### src/ldpc_row_params.svh
`ifndef LDPC_ROW_PARAMS_SVH
`define LDPC_ROW_PARAMS_SVH

// Row geometry
`define ROW_WC 8
`define ROW_IDX_W 3

// LLR format, two's complement, symmetric range
`define ROW_W 6
`define ROW_MAG_W (`ROW_W - 1)

// Compressed store organisation
`define ROW_LAYERS 2
`define ROW_DEPTH 4
`define ROW_ADDR_W 2
`define ROW_ENTRIES (`ROW_LAYERS * `ROW_DEPTH)

// Input to output, in clock cycles
`define ROW_LATENCY 5

`endif

### src/ldpc_row_pkg.sv
`default_nettype none

`include "ldpc_row_params.svh"

package ldpc_row_pkg;

    // Scalar widths
    typedef logic signed [`ROW_W-1:0] llr_t;
    typedef logic [`ROW_MAG_W-1:0] mag_t;
    typedef logic [`ROW_IDX_W-1:0] idx_t;
    typedef logic [`ROW_ADDR_W-1:0] addr_t;

    // Column 0 sits in the low bits
    typedef logic [`ROW_WC*`ROW_W-1:0] llr_vec_t;
    typedef logic [`ROW_WC-1:0] sign_vec_t;

    typedef struct packed {
        logic layer;
        addr_t addr;
    } row_tag_t;

    typedef struct packed {
        row_tag_t tag;
        llr_vec_t llr;
    } row_req_t;

    // Compressed check-to-variable message of one row
    typedef struct packed {
        mag_t min1;
        mag_t min2;
        idx_t min_idx;
        sign_vec_t sign;
        logic parity;
    } cmsg_t;

    typedef struct packed {
        mag_t offset;
        logic clear;
    } cfg_t;

endpackage

`default_nettype wire

### src/check_msg_store.sv
`timescale 1ns/1ps
`default_nettype none

`include "ldpc_row_params.svh"

module check_msg_store (
    input  wire logic                   clk,
    input  wire logic                   rst,
    input  wire logic                   clear,
    input  wire logic                   rd_en,
    input  wire ldpc_row_pkg::row_tag_t rd_tag,
    output ldpc_row_pkg::cmsg_t         rd_msg,
    input  wire logic                   wr_en,
    input  wire ldpc_row_pkg::row_tag_t wr_tag,
    input  wire ldpc_row_pkg::cmsg_t    wr_msg
);

    import ldpc_row_pkg::*;

    localparam int ENTRY_W = $clog2(`ROW_ENTRIES);

    cmsg_t mem [`ROW_ENTRIES];
    logic [`ROW_ENTRIES-1:0] valid;
    logic [ENTRY_W-1:0] rd_idx;
    logic [ENTRY_W-1:0] wr_idx;

    function automatic logic [ENTRY_W-1:0] entry_of(row_tag_t t);
        return ENTRY_W'(t.layer * `ROW_DEPTH + t.addr);
    endfunction

    assign rd_idx = entry_of(rd_tag);
    assign wr_idx = entry_of(wr_tag);

    // A write in the same cycle as a clear still marks its entry
    always_ff @(posedge clk)
    begin
        if (!rst)
            valid <= '0;
        else
        begin
            if (clear)
                valid <= '0;
            if (wr_en)
                valid[wr_idx] <= 1'b1;
        end
    end

    always_ff @(posedge clk)
    begin
        if (wr_en)
            mem[wr_idx] <= wr_msg;
    end

    // Registered read, empty entries recover as zero
    always_ff @(posedge clk)
    begin
        if (rd_en)
        begin
            if (wr_en && wr_idx == rd_idx)
                rd_msg <= wr_msg;
            else if (valid[rd_idx])
                rd_msg <= mem[rd_idx];
            else
                rd_msg <= '0;
        end
    end

endmodule

`default_nettype wire

### src/ldpc_row_top.sv
`timescale 1ns/1ps
`default_nettype none

module ldpc_row_top (
    input  wire logic                   clk,
    input  wire logic                   rst,
    input  wire logic                   cfg_wr,
    input  wire logic                   cfg_addr,
    input  wire ldpc_row_pkg::mag_t     cfg_wdata,
    input  wire logic                   in_valid,
    input  wire ldpc_row_pkg::row_req_t in_row,
    output logic                        out_valid,
    output ldpc_row_pkg::row_req_t      out_row
);

    import ldpc_row_pkg::*;

    // Offset and store clear
    cfg_t cfg;

    row_config u_row_config (
        .clk       (clk),
        .rst       (rst),
        .cfg_wr    (cfg_wr),
        .cfg_addr  (cfg_addr),
        .cfg_wdata (cfg_wdata),
        .cfg       (cfg)
    );

    // Fixed latency row pipeline
    row_unit u_row_unit (
        .clk       (clk),
        .rst       (rst),
        .cfg       (cfg),
        .in_valid  (in_valid),
        .in_row    (in_row),
        .out_valid (out_valid),
        .out_row   (out_row)
    );

endmodule

`default_nettype wire

### src/min_sum_gen.sv
`timescale 1ns/1ps
`default_nettype none

`include "ldpc_row_params.svh"

module min_sum_gen (
    input  wire logic                   clk,
    input  wire logic                   rst,
    input  wire logic                   q_valid,
    input  wire ldpc_row_pkg::llr_vec_t q_vec,
    input  wire ldpc_row_pkg::mag_t     offset,
    output logic                        new_valid,
    output ldpc_row_pkg::cmsg_t         new_msg
);

    import ldpc_row_pkg::*;

    localparam int HALF = `ROW_WC / 2;
    localparam mag_t MAG_MAX = '1;

    mag_t mag_c [`ROW_WC];
    sign_vec_t sign_c;
    mag_t half_min_c [2];
    idx_t half_idx_c [2];

    // Stage A registers
    logic valid_a;
    mag_t mag_a [`ROW_WC];
    sign_vec_t sign_a;
    mag_t half_min_a [2];
    idx_t half_idx_a [2];

    mag_t min1_c;
    mag_t min2_c;
    idx_t idx_c;

    // |Q| limited to the magnitude range, -32 maps to 31
    function automatic mag_t abs_sat(llr_t v);
        logic [`ROW_W-1:0] a;
        a = v[`ROW_W-1] ? -v : v;
        if (a > `ROW_W'(MAG_MAX))
            return MAG_MAX;
        return a[`ROW_MAG_W-1:0];
    endfunction

    function automatic mag_t sub_floor(mag_t m, mag_t off);
        return (m > off) ? m - off : '0;
    endfunction

    //////////////////////////////
    // Stage A
    //////////////////////////////

    always_comb
    begin
        for (int i = 0; i < `ROW_WC; i++)
        begin
            mag_c[i]  = abs_sat(q_vec[i*`ROW_W +: `ROW_W]);
            sign_c[i] = q_vec[(i+1)*`ROW_W-1];
        end
        // Strict compare keeps the lowest index on ties
        for (int h = 0; h < 2; h++)
        begin
            half_min_c[h] = mag_c[h*HALF];
            half_idx_c[h] = idx_t'(h*HALF);
            for (int j = 1; j < HALF; j++)
            begin
                if (mag_c[h*HALF+j] < half_min_c[h])
                begin
                    half_min_c[h] = mag_c[h*HALF+j];
                    half_idx_c[h] = idx_t'(h*HALF+j);
                end
            end
        end
    end

    always_ff @(posedge clk)
    begin
        if (!rst)
            valid_a <= 1'b0;
        else
            valid_a <= q_valid;
    end

    always_ff @(posedge clk)
    begin
        mag_a      <= mag_c;
        sign_a     <= sign_c;
        half_min_a <= half_min_c;
        half_idx_a <= half_idx_c;
    end

    //////////////////////////////
    // Stage B
    //////////////////////////////

    always_comb
    begin
        // Low half wins a tie
        if (half_min_a[1] < half_min_a[0])
        begin
            min1_c = half_min_a[1];
            idx_c  = half_idx_a[1];
        end
        else
        begin
            min1_c = half_min_a[0];
            idx_c  = half_idx_a[0];
        end
        min2_c = MAG_MAX;
        for (int i = 0; i < `ROW_WC; i++)
        begin
            if (idx_t'(i) != idx_c && mag_a[i] < min2_c)
                min2_c = mag_a[i];
        end
    end

    always_ff @(posedge clk)
    begin
        if (!rst)
            new_valid <= 1'b0;
        else
            new_valid <= valid_a;
    end

    always_ff @(posedge clk)
    begin
        new_msg.min1    <= sub_floor(min1_c, offset);
        new_msg.min2    <= sub_floor(min2_c, offset);
        new_msg.min_idx <= idx_c;
        new_msg.sign    <= sign_a;
        new_msg.parity  <= ^sign_a;
    end

endmodule

`default_nettype wire

### src/msg_recover.sv
`timescale 1ns/1ps
`default_nettype none

`include "ldpc_row_params.svh"

module msg_recover (
    input  wire ldpc_row_pkg::cmsg_t msg,
    output ldpc_row_pkg::llr_vec_t   r_vec
);

    import ldpc_row_pkg::*;

    //////////////////////////////
    // Expand min1/min2 and signs
    //////////////////////////////

    always_comb
    begin
        mag_t mag;
        logic neg;
        llr_t val;

        r_vec = '0;
        for (int i = 0; i < `ROW_WC; i++)
        begin
            // The minimum position gets the second minimum
            mag = (idx_t'(i) == msg.min_idx) ? msg.min2 : msg.min1;
            // Extrinsic sign is the row parity without this column
            neg = msg.parity ^ msg.sign[i];
            val = llr_t'({1'b0, mag});
            if (neg)
                val = -val;
            r_vec[i*`ROW_W +: `ROW_W] = val;
        end
    end

endmodule

`default_nettype wire

### src/row_config.sv
`timescale 1ns/1ps
`default_nettype none

module row_config (
    input  wire logic               clk,
    input  wire logic               rst,
    input  wire logic               cfg_wr,
    input  wire logic               cfg_addr,
    input  wire ldpc_row_pkg::mag_t cfg_wdata,
    output ldpc_row_pkg::cfg_t      cfg
);

    import ldpc_row_pkg::*;

    mag_t offset_q;
    logic clear_q;

    // Register 0 holds the min-sum offset
    always_ff @(posedge clk)
    begin
        if (!rst)
            offset_q <= '0;
        else if (cfg_wr && !cfg_addr)
            offset_q <= cfg_wdata;
    end

    // Register 1 bit 0 is self-clearing
    // so the store sees a single cycle pulse
    always_ff @(posedge clk)
    begin
        if (!rst)
            clear_q <= 1'b0;
        else
            clear_q <= cfg_wr && cfg_addr && cfg_wdata[0];
    end

    assign cfg.offset = offset_q;
    assign cfg.clear  = clear_q;

endmodule

`default_nettype wire

### src/row_unit.sv
`timescale 1ns/1ps
`default_nettype none

`include "ldpc_row_params.svh"

module row_unit (
    input  wire logic                   clk,
    input  wire logic                   rst,
    input  wire ldpc_row_pkg::cfg_t     cfg,
    input  wire logic                   in_valid,
    input  wire ldpc_row_pkg::row_req_t in_row,
    output logic                        out_valid,
    output ldpc_row_pkg::row_req_t      out_row
);

    import ldpc_row_pkg::*;

    localparam logic signed [`ROW_W:0] LLR_MAX = (1 <<< `ROW_MAG_W) - 1;

    // Valid queue up to the min-sum input, min_sum_gen carries it from there
    logic [2:0] valid_q;
    row_tag_t tag_q [`ROW_LATENCY];

    llr_vec_t l_s0;
    llr_vec_t l_s1;
    cmsg_t rd_msg;
    cmsg_t old_msg_q;
    llr_vec_t r_old;
    llr_vec_t q_c;
    llr_vec_t q_d [3];

    logic new_valid;
    cmsg_t new_msg;
    llr_vec_t r_new;
    llr_vec_t sum_c;

    // Widened sum or difference, clipped to the symmetric range
    function automatic llr_t sat_add(llr_t a, llr_t b, logic sub);
        logic signed [`ROW_W:0] s;
        s = sub ? ({a[`ROW_W-1], a} - {b[`ROW_W-1], b})
                : ({a[`ROW_W-1], a} + {b[`ROW_W-1], b});
        if (s > LLR_MAX)
            return llr_t'(LLR_MAX);
        if (s < -LLR_MAX)
            return llr_t'(-LLR_MAX);
        return llr_t'(s);
    endfunction

    //////////////////////////////
    // Input register and queues
    //////////////////////////////

    always_ff @(posedge clk)
    begin
        if (!rst)
            valid_q <= '0;
        else
            valid_q <= {valid_q[1:0], in_valid};
    end

    always_ff @(posedge clk)
    begin
        tag_q[0] <= in_row.tag;
        for (int s = 1; s < `ROW_LATENCY; s++)
            tag_q[s] <= tag_q[s-1];
        l_s0      <= in_row.llr;
        l_s1      <= l_s0;
        old_msg_q <= rd_msg;
        q_d[0]    <= q_c;
        q_d[1]    <= q_d[0];
        q_d[2]    <= q_d[1];
    end

    // Read issued with the input capture, write back at the queued tag
    check_msg_store u_store (
        .clk    (clk),
        .rst    (rst),
        .clear  (cfg.clear),
        .rd_en  (in_valid),
        .rd_tag (in_row.tag),
        .rd_msg (rd_msg),
        .wr_en  (new_valid),
        .wr_tag (tag_q[`ROW_LATENCY-1]),
        .wr_msg (new_msg)
    );

    //////////////////////////////
    // Q = L - old messages
    //////////////////////////////

    msg_recover u_recover_old (
        .msg   (old_msg_q),
        .r_vec (r_old)
    );

    always_comb
    begin
        for (int i = 0; i < `ROW_WC; i++)
            q_c[i*`ROW_W +: `ROW_W] = sat_add(l_s1[i*`ROW_W +: `ROW_W],
                                              r_old[i*`ROW_W +: `ROW_W], 1'b1);
    end

    min_sum_gen u_min_sum (
        .clk       (clk),
        .rst       (rst),
        .q_valid   (valid_q[2]),
        .q_vec     (q_d[0]),
        .offset    (cfg.offset),
        .new_valid (new_valid),
        .new_msg   (new_msg)
    );

    //////////////////////////////
    // Updated LLR = Q + new messages
    //////////////////////////////

    msg_recover u_recover_new (
        .msg   (new_msg),
        .r_vec (r_new)
    );

    always_comb
    begin
        for (int i = 0; i < `ROW_WC; i++)
            sum_c[i*`ROW_W +: `ROW_W] = sat_add(q_d[2][i*`ROW_W +: `ROW_W],
                                                r_new[i*`ROW_W +: `ROW_W], 1'b0);
    end

    always_ff @(posedge clk)
    begin
        if (!rst)
            out_valid <= 1'b0;
        else
            out_valid <= new_valid;
    end

    always_ff @(posedge clk)
    begin
        out_row.tag <= tag_q[`ROW_LATENCY-1];
        out_row.llr <= sum_c;
    end

endmodule

`default_nettype wire
### config.mk
export PLATFORM = sky130hd
export DESIGN_NAME = ldpc_row_top
export DESIGN_NICKNAME = d
export VERILOG_FILES = /design/src/ldpc_row_pkg.sv /design/src/check_msg_store.sv /design/src/ldpc_row_top.sv /design/src/min_sum_gen.sv /design/src/msg_recover.sv /design/src/row_config.sv /design/src/row_unit.sv
export VERILOG_INCLUDE_DIRS = /design/src
export SDC_FILE = /design/constraint.sdc
export NUM_CORES = 1
export LEC_CHECK = 0
export ABC_CLOCK_PERIOD_IN_PS = 14470
export BUFFER_PORTS_ARGS = -buffer_cell sky130_fd_sc_hd__buf_2
export CAP_MARGIN = 25
export CORE_AREA = 2 2 215 217
export DETAILED_ROUTE_END_ITERATION = 6
export DIE_AREA = 0 0 217 219
export PLACE_DENSITY = 0.75
export SYNTH_ARGS = -nofsm -noshare
export SYNTH_HDL_FRONTEND = slang
export SYNTH_SLANG_ARGS = --single-unit
### constraint.sdc
create_clock -name clk -period 14.47 [get_ports clk]
set_input_delay 2.894 -clock clk [delete_from_list [all_inputs] [get_ports clk]]
set_output_delay 2.894 -clock clk [all_outputs]
set_load 0.01 [all_outputs]
# Word level (Yosys, flattened, before mapping)
# Memories as Yosys holds them, arrays and structs flattened.
# Cells that the tools add are included.
# classes
reduce_logical	20
n_mux	207
bitwise_logic	17
n_eq_ne	22
order_cmp	60
n_addsub	44
# op_table
cell	n
$mux 6	88
$mux 5	47
$gt 7x6->1 const B	16
$lt 7x6->1 const B	16
$neg 5->6	16
$lt 5x5->1	14
$mux 1	64
$add 6x6->7	8
$sub 6x6->7	8
$gt 6x5->1 const B	8
$neg 6->6	8
$mux 22	2
$eq 3x3->1 const A	8
$mux 8	3
$xor 1x1->1	16
$logic_and 1x1->1	13
$eq 2x3->1 const A	4
$ne 3x3->1 const A	4
$gt 5x5->1	2
$sub 5x5->5	2
$lt 3x4->1 const B	2
$or 8x8->8	1
$reduce_xor 8->1	1
$add 3x2->3	2
other kinds (13)	17
# word_totals
wordCells	415
mem_bits_rw	335
mem_count	3
ff_bits	297
output_inout_bits	52
# memory_table
name	depth	width	read_ports	rd_clocked_by_memory_dff	write_ports	line	source
u_row_unit.u_store.mem	8	22	1	0	1	check_msg_store.sv:22	cmsg_t mem [`ROW_ENTRIES];
u_row_unit.q_d	3	48	3	0	3	row_unit.sv:30	llr_vec_t q_d [3];
u_row_unit.tag_q	5	3	5	0	5	row_unit.sv:22	row_tag_t tag_q [`ROW_LATENCY];

# Logic depth before layout (Yosys ltp)
# Gate-level depths: netlist of the first run.
# logic_depth
depth_word	27
ltp_mapped	72
mapped_depth_nobuf	71

# Hierarchy
# Synthesis of the first run repeated with hierarchy kept, for this count alone.
# hier_totals
hier_cells	2753
area_unflattened_um2	30165.2
# by_module_without_submodules
mod	area_each_um2	cells_each	n_inst	seq_area_each_um2
row_unit	12294.3	1102	1	6646.4
check_msg_store	7895.1	375	1	6105.9
min_sum_gen	5967.0	724	1	1721.7
msg_recover	1876.8	263	2	0.0
row_config	255.2	26	1	120.1

# Worst setup path after synthesis of the first run
# Ideal clock, no wire load.
# synth_path
path_type	register to register
from	register u_row_unit.u_min_sum.half_min_a[9] in the netlist's numbering
to	register, netlist name u_row_unit.u_min_sum.new_msg[15]
path_buffers	1
path_stages_with_launch	66
slack_ns	2.398
t_required_ns	14.355
period_less_slack_ns	12.072
t_arrival_ns	11.958
setup_time_ns	0.115
path_cell_list	dfxtp_1 -> inv_1 -> ha_1 -> nand2_1 -> nor3_1 -> a21o_1 -> nor2_1 -> ha_1 -> and2_4 -> a32o_2 -> a21oi_4 -> nor3_1 -> a21oi_1 -> inv_1 -> ha_1 -> o41ai_2 -> a211oi_1 -> nor2_1 -> [... 30 more ...] -> o211a_4 -> mux2_2 -> ha_1 -> a21oi_1 -> nand2_1 -> a211o_1 -> or3_1 -> o22a_1 -> buf_6 -> mux2_4 -> ha_1 -> nor2b_1 -> o21ai_0 -> nand2b_1 -> a21o_1 -> a21oi_1 -> a31o_2 -> nor2_1
# synth_between
elab_chain_cells	27
# synth_lines
item	line	source
from (decl)	min_sum_gen.sv:30	mag_t half_min_a [2];
from (signal assigned)	min_sum_gen.sv:89	half_min_a <= half_min_c;
$lt 5x5->1 (*)	min_sum_gen.sv:100	if (half_min_a[1] < half_min_a[0])
$mux 3 (*)	min_sum_gen.sv:100	
$reduce_bool 3->1	min_sum_gen.sv:113	if (idx_t'(i) != idx_c && mag_a[i] < min2_c)
$logic_and 1x1->1	min_sum_gen.sv:113	
$mux 5	min_sum_gen.sv:113	
$lt 5x5->1	min_sum_gen.sv:113	
$logic_and 1x1->1	min_sum_gen.sv:113	
$mux 5	min_sum_gen.sv:113	
[... 11 more ...]	n/a	
$mux 5	min_sum_gen.sv:113	
$lt 5x5->1	min_sum_gen.sv:113	
$logic_and 1x1->1	min_sum_gen.sv:113	
$mux 5	min_sum_gen.sv:113	
$lt 5x5->1	min_sum_gen.sv:113	
$logic_and 1x1->1	min_sum_gen.sv:113	
$mux 5 (*)	min_sum_gen.sv:113	
$sub 5x5->5 / $gt 5x5->1 (equally long branches)	min_sum_gen.sv:47	return (m > off) ? m - off : '0;
# Every way passes the cells marked *; elsewhere a longest branch is shown, timed or not.
# A chain may end at the register's enable or synchronous reset.

# Final worst setup path of the first run
# layout_path
from	register u_row_unit.u_min_sum.half_min_a[9] in the netlist's numbering
to	register, netlist name u_row_unit.u_min_sum.new_msg[14]
# layout_between
elab_chain_cells	27
# layout_lines
item	line
$lt 5x5->1 (*)	min_sum_gen.sv:100
$mux 3 (*)	min_sum_gen.sv:100
$reduce_bool 3->1	min_sum_gen.sv:113
$logic_and 1x1->1	min_sum_gen.sv:113
$mux 5	min_sum_gen.sv:113
$lt 5x5->1	min_sum_gen.sv:113
$logic_and 1x1->1	min_sum_gen.sv:113
$mux 5	min_sum_gen.sv:113
[... 11 more ...]	n/a
$mux 5	min_sum_gen.sv:113
$lt 5x5->1	min_sum_gen.sv:113
$logic_and 1x1->1	min_sum_gen.sv:113
$mux 5	min_sum_gen.sv:113
$lt 5x5->1	min_sum_gen.sv:113
$logic_and 1x1->1	min_sum_gen.sv:113
$mux 5 (*)	min_sum_gen.sv:113
$sub 5x5->5 / $gt 5x5->1 (equally long branches)	min_sum_gen.sv:47
# Marked as above.

==> results.py, run 1 <==
metrics = {
    "detailed_routing": {
        "drtPass1Iterations": 6,
        "viasPerCell": 5.80,
        "avgRoutedWirePerCell_um": 20.3,
        "ant_nets": 0,
        "vias": 18700,
        "totalWireLength_um": 65500,
        "drt_iter0_drc": 1484,
        "post-route-drc-count": 0,
    },
    "flow_run": {
        "drv_cap": 0,
    },
    "clock_network": {
        "cts_resized": 0,
        "cts_tree": "yes",
        "clock-sinks": 614,
        "clk_latency_ns": 0.63,
        "clk_pin_slew_worst_paths_ns": 0.06,
        "cts_buffer_depth": 3,
        "cts_buffers": 60,
        "cts-root-buf": "clkbuf_16",
        "cts_max_level": 2,
    },
    "global_routing": {
        "grt_usage_pct": 27.8,
        "overflow": 0,
        "grt_max_degree": 49,
        "grt_pass1_vias": 18200,
        "antenna_found_initial": 4,
        "grt_pass1_wl_um": 101000,
    },
    "sta": {
        "setup_viol": 0,
        "finClkSkew_ns": 0.0205,
        "drv_slew": 0,
        "max_freq_mhz": 74.0,
        "fin_tns_setup_ns": 0,
        "hold_violations": 0,
        "rsz0062_at_grt": "false",
        "worstMarginPinSlew_ns": 1.06,
        "slew-limit-headroom_pct": 29.0,
        "post-route-period-util_pct": 93.4,
        "fin_crit_ns": 13.51,
    },
    "yosys": {
        "ys_types": 89,
        "syn_inst": 2449,
        "synth-warning-count": 0,
        "synth_edf_count": 198,
        "synth.largest_area_cell": "dfxtp_1",
        "synth.area.top_cells": "dfxtp_1 30%, edfxtp_1 22%, ha_1 7.4%, mux2i_1 5.0%, mux4_2 3.7%",
        "syn_area_mm2": 0.0277,
        "syn_nets": 2691,
        "synth-seq-cells": 614,
        "ys_async_sr_fraction_pct": 0,
        "synth_common_cells": "416 x dfxtp_1, 205 x inv_1, 198 x edfxtp_1",
        "ys_seq_area_share_pct": 51.6,
        "synth_top_area_share_pct": 30.1,
        "synth-main-ff-cell": "dfxtp_1",
        "synth.avg_cell_area_um2": 11.3,
        "synth_most_common_cell": "dfxtp_1",
    },
    "floorplan": {
        "die_width_um": 217,
        "initial_utilization_pct": 61.3,
        "die_h_um": 219,
        "row_count": 78,
        "die-area_mm2": 0.0475,
        "io_pins": 113,
        "design.core.area_mm2": 0.0451,
    },
    "outcome": {
        "status": "complete, no violations",
    },
    "critical_path": {
        "cpPeakStageDelay_ns": 0.50,
        "path_common_cell": "ha_1",
        "crit_path_end_kind": "register",
        "path_class": "reg2reg",
        "cp_max_fo": 8,
        "cp.required_ns": 14.99,
        "critPathArrivalTime_ns": 14.03,
        "startpoint_type": "register",
        "crit_slowest_cell": "nor4_1",
    },
    "place": {
        "gp_congestion": 0.894,
        "io_buffers": 112,
        "hpwlAfterDp_um": 46200,
        "placed_cells": 3105,
    },
    "worst_hold_path": {
        "hold_class": "reg2reg",
    },
    "finish": {
        "fillers": 3335,
        "nets": 2814,
        "syn_to_final_growth_pct": 11.8,
        "drive_above_1_share_pct": 12.7,
        "final-instance-count-excl-fill": 3221,
    },
}
==> cell families after synthesis <==
kind of cell | synth area share, %
DFF | 51.6
and+or+nand+nor | 8.86
adders and majority gates | 10.2
xor gates and xnor gates | 5.04
AOI/OAI and AO/OA | 11.4
muxes | 9.15
buffers and inverters | 3.75
==> state kept, by name (all words and copies together), names as in the netlist, 5 cells and up <==
| name | cells |
|---|---|
| u_row_unit.u_store.rd_msg | 22 |
| u_row_unit.q_d | 130 |
| u_row_unit.u_store.valid | 8 |
| u_row_unit.out_row | 51 |
| u_row_unit.old_msg_q | 22 |
| u_row_unit.u_store.mem | 176 |
| u_row_config.offset_q | 5 |
| u_row_unit.l_s1 | 48 |
| u_row_unit.u_min_sum.half_min_a | 10 |
| u_row_unit.l_s0 | 48 |
| u_row_unit.u_min_sum.mag_a | 40 |
| u_row_unit.u_min_sum.new_msg | 21 |
| u_row_unit.u_min_sum.sign_a | 7 |
| u_row_unit.tag_q | 15 |
==> path summary, 6_finish.rpt <==
kind                                            to  cells past startpoint                          startpoint  slack [ns]
hold reg to reg                u_row_unit.l_s1[15]                      0                 u_row_unit.l_s0[15]        0.32
setup / recovery  u_row_unit.u_min_sum.new_msg[14]                     64  u_row_unit.u_min_sum.half_min_a[9]        0.96
hold / removal                 u_row_unit.l_s1[15]                      0                 u_row_unit.l_s0[15]        0.32
setup reg to reg  u_row_unit.u_min_sum.new_msg[14]                     64  u_row_unit.u_min_sum.half_min_a[9]        0.96
==> cells in the final DEF (no fill, tap or decap), types with 52 or more instances in the layout <==
cell,n
a21oi_1,124
buf_2,114
clkbuf_16,61
dfxtp_1,416
edfxtp_1,198
ha_1,163
inv_1,205
mux2i_1,137
nand2_1,172
nor2_1,109
nor2b_1,52
o21ai_0,114
xnor2_1,62
xor2_1,97
==> metal layers <==
layer	track usage [%]	share of wire, %	wire length, um
met5	0	0.015	10
met4	9.95	3.2	2100
met3	4.10	6.8	4470
met2	44.9	45	29700
met1	38.4	45	29200
==> stage by stage <==
| stage | instance area (um2) | setup slack [ns] | util (%) | hold slack (ns) |
|---|---|---|---|---|
| global placement | 28800 | 1.39 | 64.0 | 0.310 |
| finish | 30900 | 0.958 | 68.6 | 0.319 |
| global route | 30900 | 0.0113 | 68.6 | 0.320 |
| detailed placement | 28900 | 0.984 | 64.0 | 0.312 |
| floorplan | 27700 | 2.40 | - | 0.310 |
| CTS | 30900 | 0.958 | 68.5 | 0.323 |
==> critical path: cells and delay by family (launching register included) <==
family | cells | cell delay (ns)
AO/OA/AOI/OAI | 27 | 5.63
adder cells (fa/ha/maj) | 9 | 2.74
buffers and inverters | 5 | 0.32
flip-flops | 1 | 0.31
multiplexers | 4 | 1.10
AND/OR/NAND/NOR | 19 | 3.29
==> cell type report <==
cell class	count	area (um2)	share of cell area, %
Antenna cell	1	2.50	0.00809
Clock buffer	77	1650	5.32
Clock inverter	33	393	1.27
Inverter	205	769	2.49
Multi-Input combinational cell	1561	12400	40.1
Sequential cell	614	14300	46.2
Tap cell	600	751	2.43
Timing Repair Buffer	130	691	2.23
==> timing repair <==
item                                    4_1_cts  5_1_grt
endpoints found under the setup margin        0        4
setup buffers                                 0        2
hold buffers                                  0        0
Power of run 1 is not shown: default switching activity piles up to over one toggle a cycle in this logic, so the estimate is an artifact.
==> run 2: changes to the inputs <==
- CORE_AREA: 2 2 215 217 -> 2 2 244 198
- DIE_AREA: 0 0 217 219 -> 0 0 246 200
- PLACE_DENSITY: 0.75 -> 0.73
==> run 2 against run 1 <==
Sequential share of layout area grew 0.12 points. Clock skew rose by 0.0073 ns. Via count up 0.85%. Worst hold slack worse by 0.015 ns.
==> results.py, run 2 (synthesized netlist as in run 1, its figures left out) <==
metrics = {
    "critical_path": {
        "reg2reg_slack_ns": 0.93,
        "critPathArrivalTime_ns": 14.05,
        "r2r_cells": 67,
        "crit_path_end_kind": "register",
        "cpPeakStageDelay_ns": 0.36,
        "rr_startpoint": "u_row_unit.u_min_sum.half_min_a[9]",
        "startpoint_type": "register",
        "crit_slowest_cell": "ha_1",
        "path_common_cell": "ha_1",
        "cp_max_fo": 8,
        "r2r_end": "u_row_unit.u_min_sum.new_msg[16]",
        "path_class": "reg2reg",
        "cp.required_ns": 14.98,
    },
    "sta": {
        "post-route-period-util_pct": 93.6,
        "drv_slew": 0,
        "max_freq_mhz": 73.9,
        "hold_violations": 0,
        "setup_viol": 0,
        "worstMarginPinSlew_ns": 1.08,
        "fin_tns_setup_ns": 0,
        "rsz0062_at_grt": "false",
        "fin_ws_ns": 0.931,
        "finClkSkew_ns": 0.0278,
        "fin_crit_ns": 13.54,
        "slew-limit-headroom_pct": 28.0,
    },
    "worst_hold_path": {
        "min_path_cells": 0,
        "min-delay-start": "u_row_unit.l_s0[29]",
        "hold_class": "reg2reg",
        "worstHoldEndpoint": "u_row_unit.l_s1[29]",
    },
    "detailed_routing": {
        "post-route-drc-count": 0,
        "drtPass1Iterations": 5,
        "viasPerCell": 5.81,
        "met3WireLength_um": 4970,
        "vias": 18800,
        "wl_met2_um": 29300,
        "totalWireLength_um": 68600,
        "ant_nets": 0,
        "drt_iter0_drc": 1769,
        "top_layer": "met4",
        "met1_length_um": 32600,
        "avgRoutedWirePerCell_um": 21.2,
    },
    "finish": {
        "insertedDiodeCount": 0,
        "multi_input_area_mm2": 0.0124,
        "reg_top3": "u_row_unit.u_store.mem (176), u_row_unit.q_d (130), u_row_unit.out_row (51)",
        "fillers": 3529,
        "layout_common_cells": "416 x dfxtp_1, 205 x inv_1, 198 x edfxtp_1, 172 x nand2_1, 163 x ha_1",
        "syn_to_final_growth_pct": 11.6,
        "layout_commonest_cell": "dfxtp_1",
        "drive_above_1_share_pct": 12.9,
        "largest_register_ffs": 176,
        "top_register": "u_row_unit.u_store.mem",
        "nets": 2816,
        "regArea_mm2": 0.0143,
    },
    "floorplan": {
        "design.core.area_mm2": 0.0466,
        "row_count": 71,
        "initial_utilization_pct": 59.3,
        "die-area_mm2": 0.0492,
        "die_width_um": 246,
        "die_h_um": 200,
        "io_pins": 113,
    },
    "place": {
        "io_buffers": 112,
        "preCtsSetupSlack_ns": 0.840,
        "hpwlAfterDp_um": 49400,
        "gp_congestion": 0.905,
    },
    "clock_network": {
        "clock-sinks": 614,
        "cts-root-buf": "clkbuf_16",
        "cts_hold_buf": 0,
        "clk_pin_slew_worst_paths_ns": 0.06,
        "cts_tree": "yes",
        "cts_buffer_depth": 3,
        "cts_buffers": 57,
        "cts_max_level": 2,
        "clk_latency_ns": 0.63,
    },
    "global_routing": {
        "grt_pass1_wl_um": 104000,
        "grt_pass1_vias": 17900,
        "grt_max_degree": 49,
        "grt_usage_pct": 27.9,
        "antenna_found_initial": 2,
        "overflow": 0,
    },
    "outcome": {
        "status": "complete, no violations",
    },
    "flow_run": {
        "drv_cap": 0,
    },
}
-- run 2: worst max-delay path by stage --
stage | slack [ns] | depth (start not counted) | to | start
after global placement | 1.11 | 64 | u_row_unit.u_min_sum.new_msg[15] | u_row_unit.u_min_sum.half_min_a[9]
after global routing | 0.004 | 67 | u_row_unit.u_min_sum.new_msg[15] | u_row_unit.u_min_sum.half_min_a[9]
after detailed placement | 0.84 | 64 | u_row_unit.u_min_sum.new_msg[14] | u_row_unit.u_min_sum.half_min_a[9]
final | 0.93 | 67 | u_row_unit.u_min_sum.new_msg[16] | u_row_unit.u_min_sum.half_min_a[9]
after floorplan | 2.40 | 65 | u_row_unit.u_min_sum.new_msg[15] | u_row_unit.u_min_sum.half_min_a[9]
after CTS | 0.78 | 64 | u_row_unit.u_min_sum.new_msg[16] | u_row_unit.u_min_sum.half_min_a[9]
-- run 2: worst max-delay path: cells and delay by family (launching register included) --
family | cells | cell delay, ns
adders and majority gates | 9 | 2.63
buffers and inverters | 5 | 0.34
DFF | 1 | 0.31
muxes | 4 | 1.09
and+or+nand+nor | 20 | 3.16
AOI/OAI and AO/OA | 29 | 5.88
-- run 2: cell type report --
class,count,share of cell area (%)
flip-flops and latches,614,46.3
clock buffers,77,5.12
clock inverters,31,0.888
well taps,620,2.51
multi-input cells,1561,40.3
inverters,205,2.49
repair buffers,135,2.43
-- run 2: metrics by stage --
stage | hold slack [ns] | instances | utilization [%] | cell area [um2]
final | 0.304 | 3243 | 66.1 | 30800
after global routing | 0.311 | 3243 | 66.1 | 30800
after CTS | 0.304 | 3238 | 66.0 | 30800
after detailed placement | 0.312 | 3130 | 62.1 | 28900
after global placement | 0.310 | 3129 | 62.0 | 28900
after floorplan | 0.310 | 2449 | - | 27700
-- run 2: routing by layer --
| layer | up-vias | track usage (%) |
|---|---|---|
| met5 | - | 0 |
| met4 | 0 | 8.71 |
| met3 | 132 | 4.87 |
| met2 | 662 | 41.7 |
| met1 | 9098 | 41.3 |
| li1 | 8936 | - |
-- run 2: repair_timing --
action,CTS,global route
resized for setup,0,5
endpoints found under the setup margin,0,5
setup buffers,0,3
Power of run 2 is left out for the same reason.
==> run 3: changes to the inputs <==
- CORE_AREA: 2 2 244 198 -> 2 2 240 194
- DIE_AREA: 0 0 246 200 -> 0 0 242 196
- MAX_ROUTING_LAYER: not set -> met4
- PLACE_DENSITY: 0.73 -> 0.75
- SETUP_SLACK_MARGIN: not set -> 0.3
==> run 3 against run 2 <==
Worst setup slack improved by 0.35 ns. Register-to-register slack improved by 0.35 ns. First-iteration DRC count decreased by 6.5%. Fmax increased by 2.6%. Final cell count decreased by 0.31%. Core utilization increased by 2.4 points. Sequential share of layout area decreased by 0.21 points. Design area increased by 0.46%. Highest routed layer unchanged. Flip-flop and latch count unchanged. Critical endpoint is now u_row_unit.u_min_sum.new_msg[15]. Worst hold slack improved by 0.020 ns. Clock-buffer cell count decreased by 6.
==> results.py, run 3 (synthesized netlist as in run 1, its figures left out) <==
metrics = {
    "critical_path": {
        "critPathArrivalTime_ns": 13.69,
        "crit_path_end_kind": "register",
        "crit_slowest_cell": "or3_1",
        "path_class": "reg2reg",
        "cp_max_fo": 7,
        "cp_top_family": "compound AO/OA/AOI/OAI gates",
        "path_common_cell": "ha_1",
        "startpoint_type": "register",
        "cpPeakStageDelay_ns": 0.36,
        "crit_buf_inv": 5,
        "cp.required_ns": 14.97,
    },
    "clock_network": {
        "cts_buffer_depth": 3,
        "clk_pin_slew_worst_paths_ns": 0.07,
        "cts_max_level": 2,
        "cts_tree": "yes",
        "clock-sinks": 614,
        "cts_buffers": 56,
        "cts-root-buf": "clkbuf_16",
        "clk_latency_ns": 0.62,
    },
    "detailed_routing": {
        "viasPerCell": 5.84,
        "drtPass1Iterations": 5,
        "avgRoutedWirePerCell_um": 21.2,
        "drt_iter0_drc": 1654,
        "vias": 18900,
        "totalWireLength_um": 68500,
        "ant_nets": 0,
        "post-route-drc-count": 0,
    },
    "sta": {
        "finClkSkew_ns": 0.0117,
        "slew-limit-headroom_pct": 26.9,
        "post-route-period-util_pct": 91.2,
        "worstMarginPinSlew_ns": 1.10,
        "fin_tns_setup_ns": 0,
        "fin_crit_ns": 13.19,
        "max_freq_mhz": 75.8,
        "rsz0062_at_grt": "false",
        "hold_violations": 0,
        "fin_ws_ns": 1.28,
        "setup_viol": 0,
        "drv_slew": 0,
    },
    "finish": {
        "largest_register_ffs": 176,
        "fillers": 3372,
        "drive_above_1_share_pct": 13.3,
        "syn_to_final_growth_pct": 12.1,
        "nets": 2815,
        "top_register": "u_row_unit.u_store.mem",
        "layout_commonest_cell": "dfxtp_1",
        "layout_common_cells": "416 x dfxtp_1, 205 x inv_1, 198 x edfxtp_1, 172 x nand2_1, 163 x ha_1",
        "reg_top3": "u_row_unit.u_store.mem (176), u_row_unit.q_d (130), u_row_unit.out_row (51)",
    },
    "global_routing": {
        "grt_pass1_wl_um": 105000,
        "overflow": 0,
        "antenna_found_initial": 1,
        "grt_max_degree": 49,
        "grt_usage_pct": 29.7,
        "grt_pass1_vias": 18200,
    },
    "place": {
        "preCtsSetupSlack_ns": 0.749,
        "hpwlAfterDp_um": 48800,
        "gp_congestion": 0.920,
        "io_buffers": 112,
    },
    "floorplan": {
        "row_count": 70,
        "initial_utilization_pct": 61.2,
        "die_h_um": 196,
        "io_pins": 113,
        "die-area_mm2": 0.0474,
        "design.core.area_mm2": 0.0452,
        "die_width_um": 242,
    },
    "outcome": {
        "status": "complete, no violations",
    },
    "flow_run": {
        "drv_cap": 0,
    },
    "worst_hold_path": {
        "hold_class": "reg2reg",
    },
}
## run 3: stage by stage
stage               utilization [%]  hold WS, ns  cell area [um2]  std cells
finish                         68.6        0.324            31000       3233
global route                   68.6        0.329            31000       3233
CTS                            68.4        0.322            30900       3227
detailed placement             64.0        0.312            28900       3122
global placement               64.0        0.310            28900       3122
floorplan                         -        0.310            27700       2449
## run 3: worst paths after layout
path                                                    startpoint                          endpoint  slack (ns)  cells past startpoint
worst min register to register               u_row_unit.q_d[0][87]            u_row_unit.q_d[0][135]        0.32                      0
worst max-delay path            u_row_unit.u_min_sum.half_min_a[9]  u_row_unit.u_min_sum.new_msg[15]        1.28                     67
worst min-delay path                         u_row_unit.q_d[0][87]            u_row_unit.q_d[0][135]        0.32                      0
worst max register to register  u_row_unit.u_min_sum.half_min_a[9]  u_row_unit.u_min_sum.new_msg[15]        1.28                     67
## run 3: cell type report
class                   instances  area [um2]  share of cell area (%)
multi-input cells            1561       12400                    40.1
diodes                          1        2.50                 0.00807
clock inverters                34         407                    1.31
repair buffers                135         753                    2.43
inverters                     205         769                    2.48
flip-flops and latches        614       14300                    46.1
clock buffers                  71        1580                    5.10
well taps                     612         766                    2.47
## run 3: layer usage
| layer | part of all wire [%] | wire (um) | global-route usage, % |
|---|---|---|---|
| met1 | 46 | 31300 | 42.1 |
| met3 | 8.0 | 5470 | 5.02 |
| met4 | 2.4 | 1630 | 7.61 |
| met2 | 44 | 30100 | 44.6 |
| met5 | 0 | 0 | - |
## run 3: timing repair
item | 4_1_cts | 5_1_grt
endpoints found under the setup margin | 0 | 5
gates resized for setup | 0 | 8
buffers inserted | 0 | 3
hold buffers | 0 | 0
Power of run 3 is left out for the same reason.
